===== src/lcd_cfg.svh =====
`ifndef LCD_CFG_SVH
`define LCD_CFG_SVH

// ------------------------------
// panel geometry
// ------------------------------

`define LCD_WIDTH         320
`define LCD_HEIGHT        240

// row drawn as a red line
`define LCD_MARK_ROW      16

// ------------------------------
// power-up sequence
// ------------------------------

`define LCD_RESET_CYCLES  4
`define LCD_INIT_LEN      93

// ------------------------------
// rgb565 colours
// ------------------------------

`define LCD_COLOR_RED     16'hF800
`define LCD_COLOR_GREEN   16'h07E0
`define LCD_COLOR_BLUE    16'h001F

`endif


===== src/lcd_pkg.sv =====
`default_nettype none

package lcd_pkg;

    typedef logic [7:0]  lcd_byte_t;
    typedef logic [15:0] rgb565_t;
    typedef logic [6:0]  init_index_t;
    typedef logic [8:0]  coord_t;

    typedef enum logic [1:0] {
        seq_reset,
        seq_select,
        seq_init,
        seq_pixels
    } seq_state_e;

    // ------------------------------
    // panel command opcodes
    // ------------------------------
    typedef enum logic [7:0] {
        cmd_sleep_out    = 8'h11,
        cmd_gamma_set    = 8'h26,
        cmd_display_on   = 8'h29,
        cmd_column_addr  = 8'h2A,
        cmd_page_addr    = 8'h2B,
        cmd_memory_write = 8'h2C,
        cmd_access_ctl   = 8'h36,
        cmd_pixel_format = 8'h3A,
        cmd_frame_ctl    = 8'hB1,
        cmd_disp_func    = 8'hB6,
        cmd_power_1      = 8'hC0,
        cmd_power_2      = 8'hC1,
        cmd_vcom_1       = 8'hC5,
        cmd_vcom_2       = 8'hC7,
        cmd_power_a      = 8'hCB,
        cmd_power_b      = 8'hCF,
        cmd_pos_gamma    = 8'hE0,
        cmd_neg_gamma    = 8'hE1,
        // vendor timing and power sequence registers
        cmd_timing_a     = 8'hE8,
        cmd_timing_b     = 8'hEA,
        cmd_power_seq    = 8'hED,
        cmd_vendor_ef    = 8'hEF,
        cmd_gamma_3g     = 8'hF2,
        cmd_pump_ratio   = 8'hF7
    } lcd_cmd_e;

endpackage

`default_nettype wire


===== src/lcd_bus_writer.sv =====
`default_nettype none

module lcd_bus_writer import lcd_pkg::*; (
    input  wire       clk,
    input  wire       reset,
    input  logic      word_valid,
    input  logic      word_rs,
    input  logic      word_two_bytes,
    input  rgb565_t   word_data,
    output logic      word_taken,
    output logic      lcd_wr,
    output logic      lcd_rs,
    output lcd_byte_t lcd_data
);

    // phase[0] low means strobe low, phase[1] selects the high byte
    logic       busy;
    logic [1:0] phase;
    logic [1:0] last_phase;
    logic       idle;

    rgb565_t    data_q;
    logic       rs_q;
    logic       two_q;

    assign last_phase = {two_q, 1'b1};

    // the final high cycle already counts as idle
    assign idle       = !busy || (phase == last_phase);
    assign word_taken = idle && word_valid;

    // ------------------------------
    // strobe phase control
    // ------------------------------
    always_ff @(posedge clk) begin
        if (reset) begin
            busy  <= 1'b0;
            phase <= '0;
        end else if (word_taken) begin
            busy  <= 1'b1;
            phase <= '0;
        end else if (busy) begin
            if (phase == last_phase) begin
                busy <= 1'b0;
            end else begin
                phase <= phase + 2'd1;
            end
        end
    end

    always_ff @(posedge clk) begin
        if (word_taken) begin
            data_q <= word_data;
            rs_q   <= word_rs;
            two_q  <= word_two_bytes;
        end
    end

    assign lcd_wr   = !(busy && !phase[0]);
    assign lcd_rs   = rs_q;
    assign lcd_data = phase[1] ? data_q[15:8] : data_q[7:0];

endmodule

`default_nettype wire


===== src/lcd_init_rom.sv =====
`default_nettype none

module lcd_init_rom import lcd_pkg::*; (
    input  init_index_t index,
    output logic        entry_rs,
    output lcd_byte_t   entry_byte
);

    // msb is the register-select flag, 0 for a command
    logic [8:0] entry;

    always_comb begin
        case (index)
            7'd0:  entry = {1'b0, cmd_vendor_ef};
            7'd1:  entry = {1'b1, 8'h03};
            7'd2:  entry = {1'b1, 8'h80};
            7'd3:  entry = {1'b1, 8'h02};
            7'd4:  entry = {1'b0, cmd_power_b};
            7'd5:  entry = {1'b1, 8'h00};
            7'd6:  entry = {1'b1, 8'hC1};
            7'd7:  entry = {1'b1, 8'h30};
            7'd8:  entry = {1'b0, cmd_power_seq};
            7'd9:  entry = {1'b1, 8'h64};
            7'd10: entry = {1'b1, 8'h03};
            7'd11: entry = {1'b1, 8'h12};
            7'd12: entry = {1'b1, 8'h81};
            7'd13: entry = {1'b0, cmd_timing_a};
            7'd14: entry = {1'b1, 8'h85};
            7'd15: entry = {1'b1, 8'h00};
            7'd16: entry = {1'b1, 8'h78};
            7'd17: entry = {1'b0, cmd_power_a};
            7'd18: entry = {1'b1, 8'h39};
            7'd19: entry = {1'b1, 8'h2C};
            7'd20: entry = {1'b1, 8'h00};
            7'd21: entry = {1'b1, 8'h34};
            7'd22: entry = {1'b1, 8'h02};
            7'd23: entry = {1'b0, cmd_pump_ratio};
            7'd24: entry = {1'b1, 8'h20};
            7'd25: entry = {1'b0, cmd_timing_b};
            7'd26: entry = {1'b1, 8'h00};
            7'd27: entry = {1'b1, 8'h00};
            7'd28: entry = {1'b0, cmd_power_1};
            7'd29: entry = {1'b1, 8'h23};
            7'd30: entry = {1'b0, cmd_power_2};
            7'd31: entry = {1'b1, 8'h10};
            7'd32: entry = {1'b0, cmd_vcom_1};
            7'd33: entry = {1'b1, 8'h3E};
            7'd34: entry = {1'b1, 8'h28};
            7'd35: entry = {1'b0, cmd_vcom_2};
            7'd36: entry = {1'b1, 8'h86};
            7'd37: entry = {1'b0, cmd_access_ctl};
            7'd38: entry = {1'b1, 8'h48};
            // 16 bits per pixel
            7'd39: entry = {1'b0, cmd_pixel_format};
            7'd40: entry = {1'b1, 8'h55};
            7'd41: entry = {1'b0, cmd_frame_ctl};
            7'd42: entry = {1'b1, 8'h00};
            7'd43: entry = {1'b1, 8'h18};
            7'd44: entry = {1'b0, cmd_disp_func};
            7'd45: entry = {1'b1, 8'h08};
            7'd46: entry = {1'b1, 8'h82};
            7'd47: entry = {1'b1, 8'h27};
            7'd48: entry = {1'b0, cmd_gamma_3g};
            7'd49: entry = {1'b1, 8'h00};
            7'd50: entry = {1'b0, cmd_gamma_set};
            7'd51: entry = {1'b1, 8'h01};
            // positive gamma curve
            7'd52: entry = {1'b0, cmd_pos_gamma};
            7'd53: entry = {1'b1, 8'h0F};
            7'd54: entry = {1'b1, 8'h31};
            7'd55: entry = {1'b1, 8'h2B};
            7'd56: entry = {1'b1, 8'h0C};
            7'd57: entry = {1'b1, 8'h0E};
            7'd58: entry = {1'b1, 8'h08};
            7'd59: entry = {1'b1, 8'h4E};
            7'd60: entry = {1'b1, 8'hF1};
            7'd61: entry = {1'b1, 8'h37};
            7'd62: entry = {1'b1, 8'h07};
            7'd63: entry = {1'b1, 8'h10};
            7'd64: entry = {1'b1, 8'h03};
            7'd65: entry = {1'b1, 8'h0E};
            7'd66: entry = {1'b1, 8'h09};
            7'd67: entry = {1'b1, 8'h00};
            // negative gamma curve
            7'd68: entry = {1'b0, cmd_neg_gamma};
            7'd69: entry = {1'b1, 8'h00};
            7'd70: entry = {1'b1, 8'h0E};
            7'd71: entry = {1'b1, 8'h14};
            7'd72: entry = {1'b1, 8'h03};
            7'd73: entry = {1'b1, 8'h11};
            7'd74: entry = {1'b1, 8'h07};
            7'd75: entry = {1'b1, 8'h31};
            7'd76: entry = {1'b1, 8'hC1};
            7'd77: entry = {1'b1, 8'h48};
            7'd78: entry = {1'b1, 8'h08};
            7'd79: entry = {1'b1, 8'h0F};
            7'd80: entry = {1'b1, 8'h0C};
            7'd81: entry = {1'b1, 8'h31};
            7'd82: entry = {1'b1, 8'h36};
            7'd83: entry = {1'b1, 8'h0F};
            7'd84: entry = {1'b0, cmd_sleep_out};
            7'd85: entry = {1'b0, cmd_display_on};
            7'd86: entry = {1'b0, cmd_access_ctl};
            7'd87: entry = {1'b1, 8'h00};
            7'd88: entry = {1'b0, cmd_column_addr};
            7'd89: entry = {1'b1, 8'h00};
            7'd90: entry = {1'b0, cmd_page_addr};
            7'd91: entry = {1'b1, 8'h00};
            // last entry opens the pixel stream
            7'd92: entry = {1'b0, cmd_memory_write};
            default: entry = '0;
        endcase
    end

    assign entry_rs   = entry[8];
    assign entry_byte = entry[7:0];

endmodule

`default_nettype wire


===== src/lcd_pattern_gen.sv =====
`default_nettype none

`include "lcd_cfg.svh"

module lcd_pattern_gen import lcd_pkg::*; (
    input  wire     clk,
    input  wire     reset,
    input  logic    pixel_advance,
    output rgb565_t pixel_color
);

    coord_t row;
    coord_t column;
    coord_t marker;

    // ------------------------------
    // scan counters, rows fastest
    // ------------------------------
    always_ff @(posedge clk) begin
        if (reset) begin
            row    <= '0;
            column <= '0;
            marker <= '0;
        end else if (pixel_advance) begin
            if (row == coord_t'(`LCD_HEIGHT - 1)) begin
                row <= '0;
                if (column == coord_t'(`LCD_WIDTH - 1)) begin
                    column <= '0;
                    // frame done, move the marker one column
                    if (marker == coord_t'(`LCD_WIDTH - 1)) begin
                        marker <= '0;
                    end else begin
                        marker <= marker + 9'd1;
                    end
                end else begin
                    column <= column + 9'd1;
                end
            end else begin
                row <= row + 9'd1;
            end
        end
    end

    // red line wins over the marker column
    always_comb begin
        if (row == coord_t'(`LCD_MARK_ROW)) begin
            pixel_color = `LCD_COLOR_RED;
        end else if (column == marker) begin
            pixel_color = `LCD_COLOR_GREEN;
        end else begin
            pixel_color = `LCD_COLOR_BLUE;
        end
    end

endmodule

`default_nettype wire


===== src/lcd_sequencer.sv =====
`default_nettype none

`include "lcd_cfg.svh"

module lcd_sequencer import lcd_pkg::*; (
    input  wire         clk,
    input  wire         reset,
    input  logic        word_taken,
    input  rgb565_t     pixel_color,
    output logic        lcd_reset_active,
    output logic        lcd_select,
    output logic        word_valid,
    output logic        word_rs,
    output logic        word_two_bytes,
    output rgb565_t     word_data,
    output logic        pixel_advance
);

    seq_state_e  state;
    logic [7:0]  reset_count;
    init_index_t init_index;
    logic        rom_rs;
    lcd_byte_t   rom_byte;

    lcd_init_rom rom_inst (
        .index      (init_index),
        .entry_rs   (rom_rs),
        .entry_byte (rom_byte)
    );

    // ------------------------------
    // power-up state machine
    // ------------------------------
    always_ff @(posedge clk) begin
        if (reset) begin
            state       <= seq_reset;
            reset_count <= '0;
            init_index  <= '0;
        end else begin
            case (state)
                seq_reset: begin
                    if (reset_count == 8'(`LCD_RESET_CYCLES - 1)) begin
                        state <= seq_select;
                    end else begin
                        reset_count <= reset_count + 8'd1;
                    end
                end
                seq_select: begin
                    state <= seq_init;
                end
                seq_init: begin
                    if (word_taken) begin
                        init_index <= init_index + 7'd1;
                        if (init_index == init_index_t'(`LCD_INIT_LEN - 1)) begin
                            state <= seq_pixels;
                        end
                    end
                end
                default: begin
                    // pixels run forever
                end
            endcase
        end
    end

    assign lcd_reset_active = (state == seq_reset);
    assign lcd_select       = (state != seq_reset);

    // word offered to the bus writer
    always_comb begin
        word_valid     = 1'b0;
        word_rs        = 1'b0;
        word_two_bytes = 1'b0;
        word_data      = '0;
        if (state == seq_init) begin
            word_valid = 1'b1;
            word_rs    = rom_rs;
            word_data  = {8'h00, rom_byte};
        end else if (state == seq_pixels) begin
            word_valid     = 1'b1;
            word_rs        = 1'b1;
            word_two_bytes = 1'b1;
            word_data      = pixel_color;
        end
    end

    assign pixel_advance = word_taken && (state == seq_pixels);

endmodule

`default_nettype wire


===== src/lcd_top.sv =====
`default_nettype none

module lcd_top import lcd_pkg::*; (
    input  wire       clk,
    input  wire       reset,
    output lcd_byte_t lcd_data,
    output logic      lcd_rs,
    output logic      lcd_wr,
    output logic      lcd_select,
    output logic      lcd_reset_active
);

    logic    word_valid;
    logic    word_rs;
    logic    word_two_bytes;
    rgb565_t word_data;
    logic    word_taken;
    logic    pixel_advance;
    rgb565_t pixel_color;

    lcd_sequencer sequencer_inst (
        .clk              (clk),
        .reset            (reset),
        .word_taken       (word_taken),
        .pixel_color      (pixel_color),
        .lcd_reset_active (lcd_reset_active),
        .lcd_select       (lcd_select),
        .word_valid       (word_valid),
        .word_rs          (word_rs),
        .word_two_bytes   (word_two_bytes),
        .word_data        (word_data),
        .pixel_advance    (pixel_advance)
    );

    lcd_pattern_gen pattern_inst (
        .clk           (clk),
        .reset         (reset),
        .pixel_advance (pixel_advance),
        .pixel_color   (pixel_color)
    );

    lcd_bus_writer writer_inst (
        .clk            (clk),
        .reset          (reset),
        .word_valid     (word_valid),
        .word_rs        (word_rs),
        .word_two_bytes (word_two_bytes),
        .word_data      (word_data),
        .word_taken     (word_taken),
        .lcd_wr         (lcd_wr),
        .lcd_rs         (lcd_rs),
        .lcd_data       (lcd_data)
    );

endmodule

`default_nettype wire


===== config.mk =====
export PLATFORM = sky130hd
export DESIGN_NAME = lcd_top
export DESIGN_NICKNAME = d
export VERILOG_FILES = /design/src/lcd_pkg.sv /design/src/lcd_bus_writer.sv /design/src/lcd_init_rom.sv /design/src/lcd_pattern_gen.sv /design/src/lcd_sequencer.sv /design/src/lcd_top.sv
export VERILOG_INCLUDE_DIRS = /design/src
export SDC_FILE = /design/constraint.sdc
export NUM_CORES = 1
export LEC_CHECK = 0
export ABC_AREA = 1
export BUFFER_PORTS_ARGS = -buffer_cell sky130_fd_sc_hd__buf_2
export CAP_MARGIN = 20
export CORE_MARGIN = 4
export CORE_UTILIZATION = 50
export CTS_CLUSTER_DIAMETER = 120
export DETAILED_ROUTE_END_ITERATION = 12
export GPL_ROUTABILITY_DRIVEN = 0
export PLACE_DENSITY = 0.71
export REMOVE_ABC_BUFFERS = 1
export SYNTH_ARGS = -nofsm -noshare
export SYNTH_HDL_FRONTEND = slang
export SYNTH_HIERARCHICAL = 1
export SYNTH_SLANG_ARGS = --single-unit

===== constraint.sdc =====
create_clock -name clk -period 3.44 [get_ports clk]
set_input_delay 0.688 -clock clk [delete_from_list [all_inputs] [get_ports clk]]
set_output_delay 0.688 -clock clk [all_outputs]
set_load 0.005 [all_outputs]

==> impl_metrics.ini, run 1 <==
[setup_path]
r2r-start = sequencer_inst/state[0]
worstSetupStartpointType = flip-flop
cp_max_fo = 21
r2r-end = pattern_inst/marker[2]
critical_path.endpoint_type = flip-flop
crit_start = sequencer_inst/state[0]
reg2reg_slack_ns = 0.56
r2r_cells = 17
required_ns = 3.69
path_class = reg2reg
worstPathArrival_ns = 3.13

[timing]
worst_pin_slew_ns = 0.8450
max-slew-margin-rel = 0.4323
timing.fmax_mhz = 347.1
period_share = 0.8375
period_needed_ns = 2.881
tns_ns = 0
grt_setup_unrepaired = no
hold_violations = 0
finClkSkew_ns = 0.01341
setup_viol = 0
slew_viol_final = 0
fin_ws_ns = 0.5590

[power_and_ir_drop]
comb_power_share = 0.320
clkPwrFrac = 0.257
cellLeakagePower_nw = 2.614
switching_share = 0.3718
p_per_area_nw_per_um2 = 433.8
internal-power_mw = 1.457
power.share.sequential = 0.423
p_total_mw = 2.319
p_switching_uw = 862.0
ir_worst_vdd_mv = 0.2628

[clock_tree]
clockBufferDepth = 2
cts_tree = done
clk_latency_ns = 0.35
cts.clk_slew.worst_paths_ns = 0.08
cts_root_buf = clkbuf_8
htree_levels = 3
cts_setup_buffers = 0
cts_resized = 0
cts_made_buffers = 9
clock-sinks = 65
holdBufCountCts = 0

[synthesis]
yosysMostFrequentCell = nand2_1
seq_area_frac_synth = 0.2863
syn_inst = 819
netlist_area_um2 = 5174
async_flop_share = 0
synth.top_cell.area_share = 0.1944
synth_seq_cells = 65
synthTopCellsByCount = nand2_1, nor2_1, inv_1
synthDistinctLibCells = 39
synth_top_area_cell = nand2_1
ys_top_cells_by_area = nand2_1, dfxtp_1, edfxtp_1
syn_avg_cell_area_um2 = 6.317
ys.warnings.count = 6
dominantRegCellSynth = dfxtp_1
synth_edf_count = 18

[min_path]
hold-path-endpoint = sequencer_inst/reset_count[0]
hold_class = reg2reg
worstHoldPathCells = 2
min_from = sequencer_inst/reset_count[0]

[route]
initialDrtViolationCount = 637
avgViaCountPerCell = 5.314
num_vias = 5043
routedWlPerCell_um = 12.89
routed_wl_um = 12230
drc = 0
ant_nets = 0
first_pass_iters = 5

[floorplanning]
ios = 14
die_w_um = 109.7
core_region_area_um2 = 9910
floorplan.initialDensity = 0.5221
die_h_um = 109.7
rows = 36
die_area_um2 = 12040

[job]
drv_cap = 0

[layout]
antenna-diode-count = 0
multi_input_area_um2 = 3020
final_util = 0.5394
fin_nets = 832
drive_above_1_share = 0.1164
finalInstanceArea_um2 = 5345
fillerInstances = 1002
syn2layout_area_growth_pct = 3.313
seqCellArea_um2 = 1481

[placement]
port_buffers = 13
pre_cts_slack_ns = 0.5390
hpwl_um = 9094
detailed_place.area_um2 = 5166

[global_routing]
antenna_found_initial = 0
grt_pass1_wl_um = 20560
grt_max_degree = 34
grtUsageTotal = 0.2134
grt_overflow_total = 0
grt_pass1_vias = 4414

[run_status]
status = finished, final reports clean
## kinds of logic after synthesis
kind of cell | synth area share
flops | 0.2863
fa+ha+maj | 0.04595
xor+xnor | 0.01523
compound gates | 0.08222
simple gates | 0.4404
buf+inv | 0.1299
## power groups by stage
stage	registers [mW]	clock network, mW	logic (mW)
global placement	0.992	0	0.722
finish	0.980	0.597	0.742
detailed placement	0.998	0	0.739
floorplan	0.985	0	0.537
CTS	0.980	0.620	0.744
global route	0.989	0.648	0.860
## worst max path at each step
stage / to / cells after the start / slack [ns]
final: pattern_inst/marker[2] / 17 / 0.56
after global routing: pattern_inst/marker[1] / 18 / 0.21
after CTS: pattern_inst/marker[2] / 17 / 0.54
after detailed placement: pattern_inst/marker[2] / 17 / 0.54
after global placement: pattern_inst/marker[2] / 17 / 0.67
after floorplan: pattern_inst/marker[0] / 15 / 0.43
## registers in the layout (all words and copies together), names as in the netlist, 2 cells and up
| name | flops |
|---|---|
| pattern_inst/column | 9 |
| pattern_inst/marker | 9 |
| pattern_inst/row | 9 |
| sequencer_inst/init_index | 7 |
| sequencer_inst/reset_count | 8 |
| sequencer_inst/state | 2 |
| writer_inst/data_q | 16 |
| writer_inst/phase | 2 |
## cells in the final DEF (no fill, tap or decap), types with 8 or more instances in the layout
cell and instances:
buf_2 13, nand4_1 11, o21ai_0 29, nand3_2 10, nand3_1 82, edfxtp_1 18, a21oi_1 30, nor2_1 92
ha_1 19, inv_2 13, clkbuf_8 10, inv_1 84, nor3_1 8, nand2_2 15, nand2_1 268, dfxtp_1 47
## through the flow
step,std cells,hold WS (ns)
after CTS,949,0.4933
after global placement,933,0.4726
after global routing,949,0.5236
after floorplan,780,0.4488
after detailed placement,933,0.4791
final,949,0.4937
## critical path, stage by stage, from the launching register on
cell and delay (ns):
dfxtp_1 0.33, inv_1 0.10, ha_1 0.15, buf_4 0.22, clkinv_1 0.25, nand2_1 0.19, nand2_2 0.08, inv_1 0.06
buf_4 0.26, nand2_1 0.10, inv_1 0.13, inv_2 0.08, nor2_2 0.09, nand3_2 0.12, nor2_8 0.24, nand2_2 0.16
o21ai_0 0.19, nor2_1 0.05
## layout make-up
type	instances	area share
inverter	100	0.07116
timing repair buffer	20	0.02200
clock inverter	6	0.007725
sequential	65	0.2772
clock buffer	10	0.02575
multi-input combinational	615	0.5651
tap	133	0.03113
## layer usage
| layer | routed length [um] | global-route usage | up-vias |
|---|---|---|---|
| met5 | 0 | 0 | - |
| li1 | - | - | 2569 |
| met2 | 5651 | 0.3457 | 196 |
| met1 | 5544 | 0.2844 | 2256 |
| met4 | 214 | 0.07302 | 0 |
| met3 | 820 | 0.04110 | 22 |
No activity file was read; power rests on OpenSTA's default activity.
==> run 2: changes to the inputs <==
- ABC_AREA: 1 -> 0
- clock period: 3.44 -> 2.94 ns (I/O delays scaled with it)
==> run 2 against run 1 <==
Effect of this change:
- sequential power increased by 8%
- setup slack got worse by 0.28 ns
- core utilization increased by 0.31 points
- clock skew fell by 0.0028 ns
- synthesized cell count is 29% lower
- critical path depth shrank 8
- cell area decreased by 0.80%
- register-to-register slack got worse by 0.28 ns
- critical path type unchanged
- critical endpoint is now pattern_inst/marker[4]
- highest routed layer unchanged
==> impl_metrics.ini, run 2 <==
[run_status]
status = finished, final reports clean

[synthesis]
dominantRegCellSynth = dfxtp_1
synth_top_area_cell = dfxtp_1
async_flop_share = 0
netlist_area_um2 = 5040
ys_top_cells_by_area = dfxtp_1, edfxtp_1, ha_1
syn_avg_cell_area_um2 = 8.719
synth_seq_cells = 65
seq_area_frac_synth = 0.2939
synth.top_cell.area_share = 0.1867
synthDistinctLibCells = 85
ys.warnings.count = 6
syn_inst = 578
yosysMostFrequentCell = dfxtp_1
synthTopCellsByCount = dfxtp_1, a21oi_1, nor2_1
synth_edf_count = 18

[layout]
largest_reg_flops = 16
fin_nets = 588
finalInstanceArea_um2 = 5303
mostFrequentLayoutCell = dfxtp_1
layout_common_cells = dfxtp_1, a21oi_1, nor2_1, nand2_1, inv_1
top_register = writer_inst/data_q
drive_above_1_share = 0.1538
syn2layout_area_growth_pct = 5.214
antenna-diode-count = 0
final_util = 0.5425

[global_routing]
grtUsageTotal = 0.2069
grt_pass1_wl_um = 19840
grt_pass1_vias = 4075
antenna_found_initial = 0
grt_overflow_total = 0
grt_max_degree = 48

[timing]
setup_viol = 0
fin_ws_ns = 0.2741
period_share = 0.9068
hold_violations = 0
period_needed_ns = 2.666
timing.fmax_mhz = 375.1
worst_pin_slew_ns = 0.7111
slew_viol_final = 0
finClkSkew_ns = 0.01058
max-slew-margin-rel = 0.5259
grt_setup_unrepaired = no

[clock_tree]
cts_tree = done
cts_made_buffers = 9
clock-sinks = 65
holdBufCountCts = 0
cts_setup_buffers = 0
clockBufferDepth = 2
clk_latency_ns = 0.33
cts.clk_slew.worst_paths_ns = 0.07
htree_levels = 3
cts_root_buf = clkbuf_8

[floorplanning]
rows = 36
die_w_um = 108.4
die_h_um = 108.4
ios = 14
floorplan.initialDensity = 0.5156
core_region_area_um2 = 9774
die_area_um2 = 11750

[power_and_ir_drop]
p_per_area_nw_per_um2 = 423.3
power.share.sequential = 0.472
switching_share = 0.2621
ir_worst_vdd_mv = 0.2564
comb_power_share = 0.169
cellLeakagePower_nw = 1.895
p_switching_uw = 588.2
clkPwrFrac = 0.359
internal-power_mw = 1.656

[setup_path]
r2r_cells = 9
required_ns = 3.17
r2r-end = pattern_inst/marker[4]
slowest_stage = or4_4
r2r-start = sequencer_inst/state[0]
critical_path.endpoint_type = flip-flop
path_buf_inv = 1
cp_max_fo = 10
worstPathArrival_ns = 2.89
worstSetupStartpointType = flip-flop
crit_family = simple AND/OR/NAND/NOR gates
crit_cells = 9
reg2reg_slack_ns = 0.27
crit_path_max_incr_delay_ns = 0.57
path_class = reg2reg
crit_chain = ha_1 -> or2_2 -> inv_1 -> nor2_1 -> and2_2 -> nand4_4 -> or4_4 -> nor3_1 -> mux2_2
crit_start = sequencer_inst/state[0]

[route]
avgViaCountPerCell = 6.207
ant_nets = 0
first_pass_iters = 5
drc = 0
initialDrtViolationCount = 309
num_vias = 4376
routed_wl_um = 11660
routedWlPerCell_um = 16.54

[job]
drv_cap = 0

[placement]
pre_cts_slack_ns = 0.09969
detailed_place.area_um2 = 5086
port_buffers = 13
hpwl_um = 8023

[min_path]
worstHoldPathCells = 2
hold_class = reg2reg
min_from = sequencer_inst/reset_count[1]
hold-path-endpoint = sequencer_inst/reset_count[1]
[run 2: cell count changes in the layout (fill, tap and decap cells not counted), sizes merged, moves of 13 or more]
cell / before / now
and2: 0 / 15
buf: 20 / 33
inv: 101 / 25
mux2: 0 / 13
nand2: 287 / 32
nand2b: 0 / 14
nand3: 92 / 19
nor2: 104 / 35
o21ai: 35 / 21
[run 2: how the worst max path moves through the flow]
stage / endpoint / slack, ns
after floorplan: pattern_inst/marker[7] / -0.96
after global placement: pattern_inst/column[3] / 0.23
after detailed placement: pattern_inst/column[3] / 0.1
after CTS: pattern_inst/column[3] / 0.08
after global routing: pattern_inst/column[3] / 0.10
final: pattern_inst/marker[4] / 0.27
[run 2: area by class of cell]
cell class | instances | area (um2)
clock buffer | 10 | 127.6
tap | 133 | 166.4
multi-input combinational | 433 | 3122
clock inverter | 6 | 82.58
sequential | 65 | 1483
inverter | 25 | 93.84
fill | 901 | 4472
timing repair buffer | 33 | 227.7
[run 2: worst min-delay path, stage by stage, from the launching register on]
cell	delay, ns
dfxtp_1	0.35
nand2_1	0.07
a21oi_1	0.06
[run 2: power by group through the flow]
stage                     Sequential, mW  Clock (mW)  Combinational [mW]
after floorplan                     1.07           0               0.271
after global placement              1.07           0               0.372
after detailed placement            1.08           0               0.384
after CTS                           1.06       0.828               0.385
after global routing                1.07       0.886               0.432
final                               1.06       0.806               0.380
[run 2: logic make-up (layout without fill, tap and decap cells)]
kind of cell / after synthesis / after routing / synth area share
xor gates and xnor gates: 29 / 29 / 0.05040
muxes: 23 / 23 / 0.06281
adders and majority gates: 19 / 19 / 0.04717
and+or+nand+nor: 208 / 208 / 0.2368
AOI/OAI and AO/OA: 154 / 154 / 0.2210
buffers and inverters: 80 / 74 / 0.08788
DFF: 65 / 65 / 0.2939
[run 2: metal layers]
layer | wire length (um) | track usage
met2 | 5406 | 0.3286
met1 | 5335 | 0.2852
met5 | 0 | 0
met4 | 236 | 0.06402
met3 | 682 | 0.03940
[run 2: stage by stage]
stage | cells | TNS (ns) | hold WS (ns) | power (mW)
5_1_grt | 705 | 0 | 0.5677 | 2.386
3_3_place_gp | 689 | 0 | 0.5053 | 1.446
6_report | 705 | 0 | 0.5286 | 2.245
4_1_cts | 705 | 0 | 0.5196 | 2.272
2_1_floorplan | 523 | -13.93 | 0.4689 | 1.338
3_5_place_dp | 689 | 0 | 0.5089 | 1.462
[run 2: what timing repair did]
item / in CTS / in global routing
gates resized for setup: 0 / 2
endpoints found under the setup margin: 0 / 3
hold endpoints to repair: 0 / 0
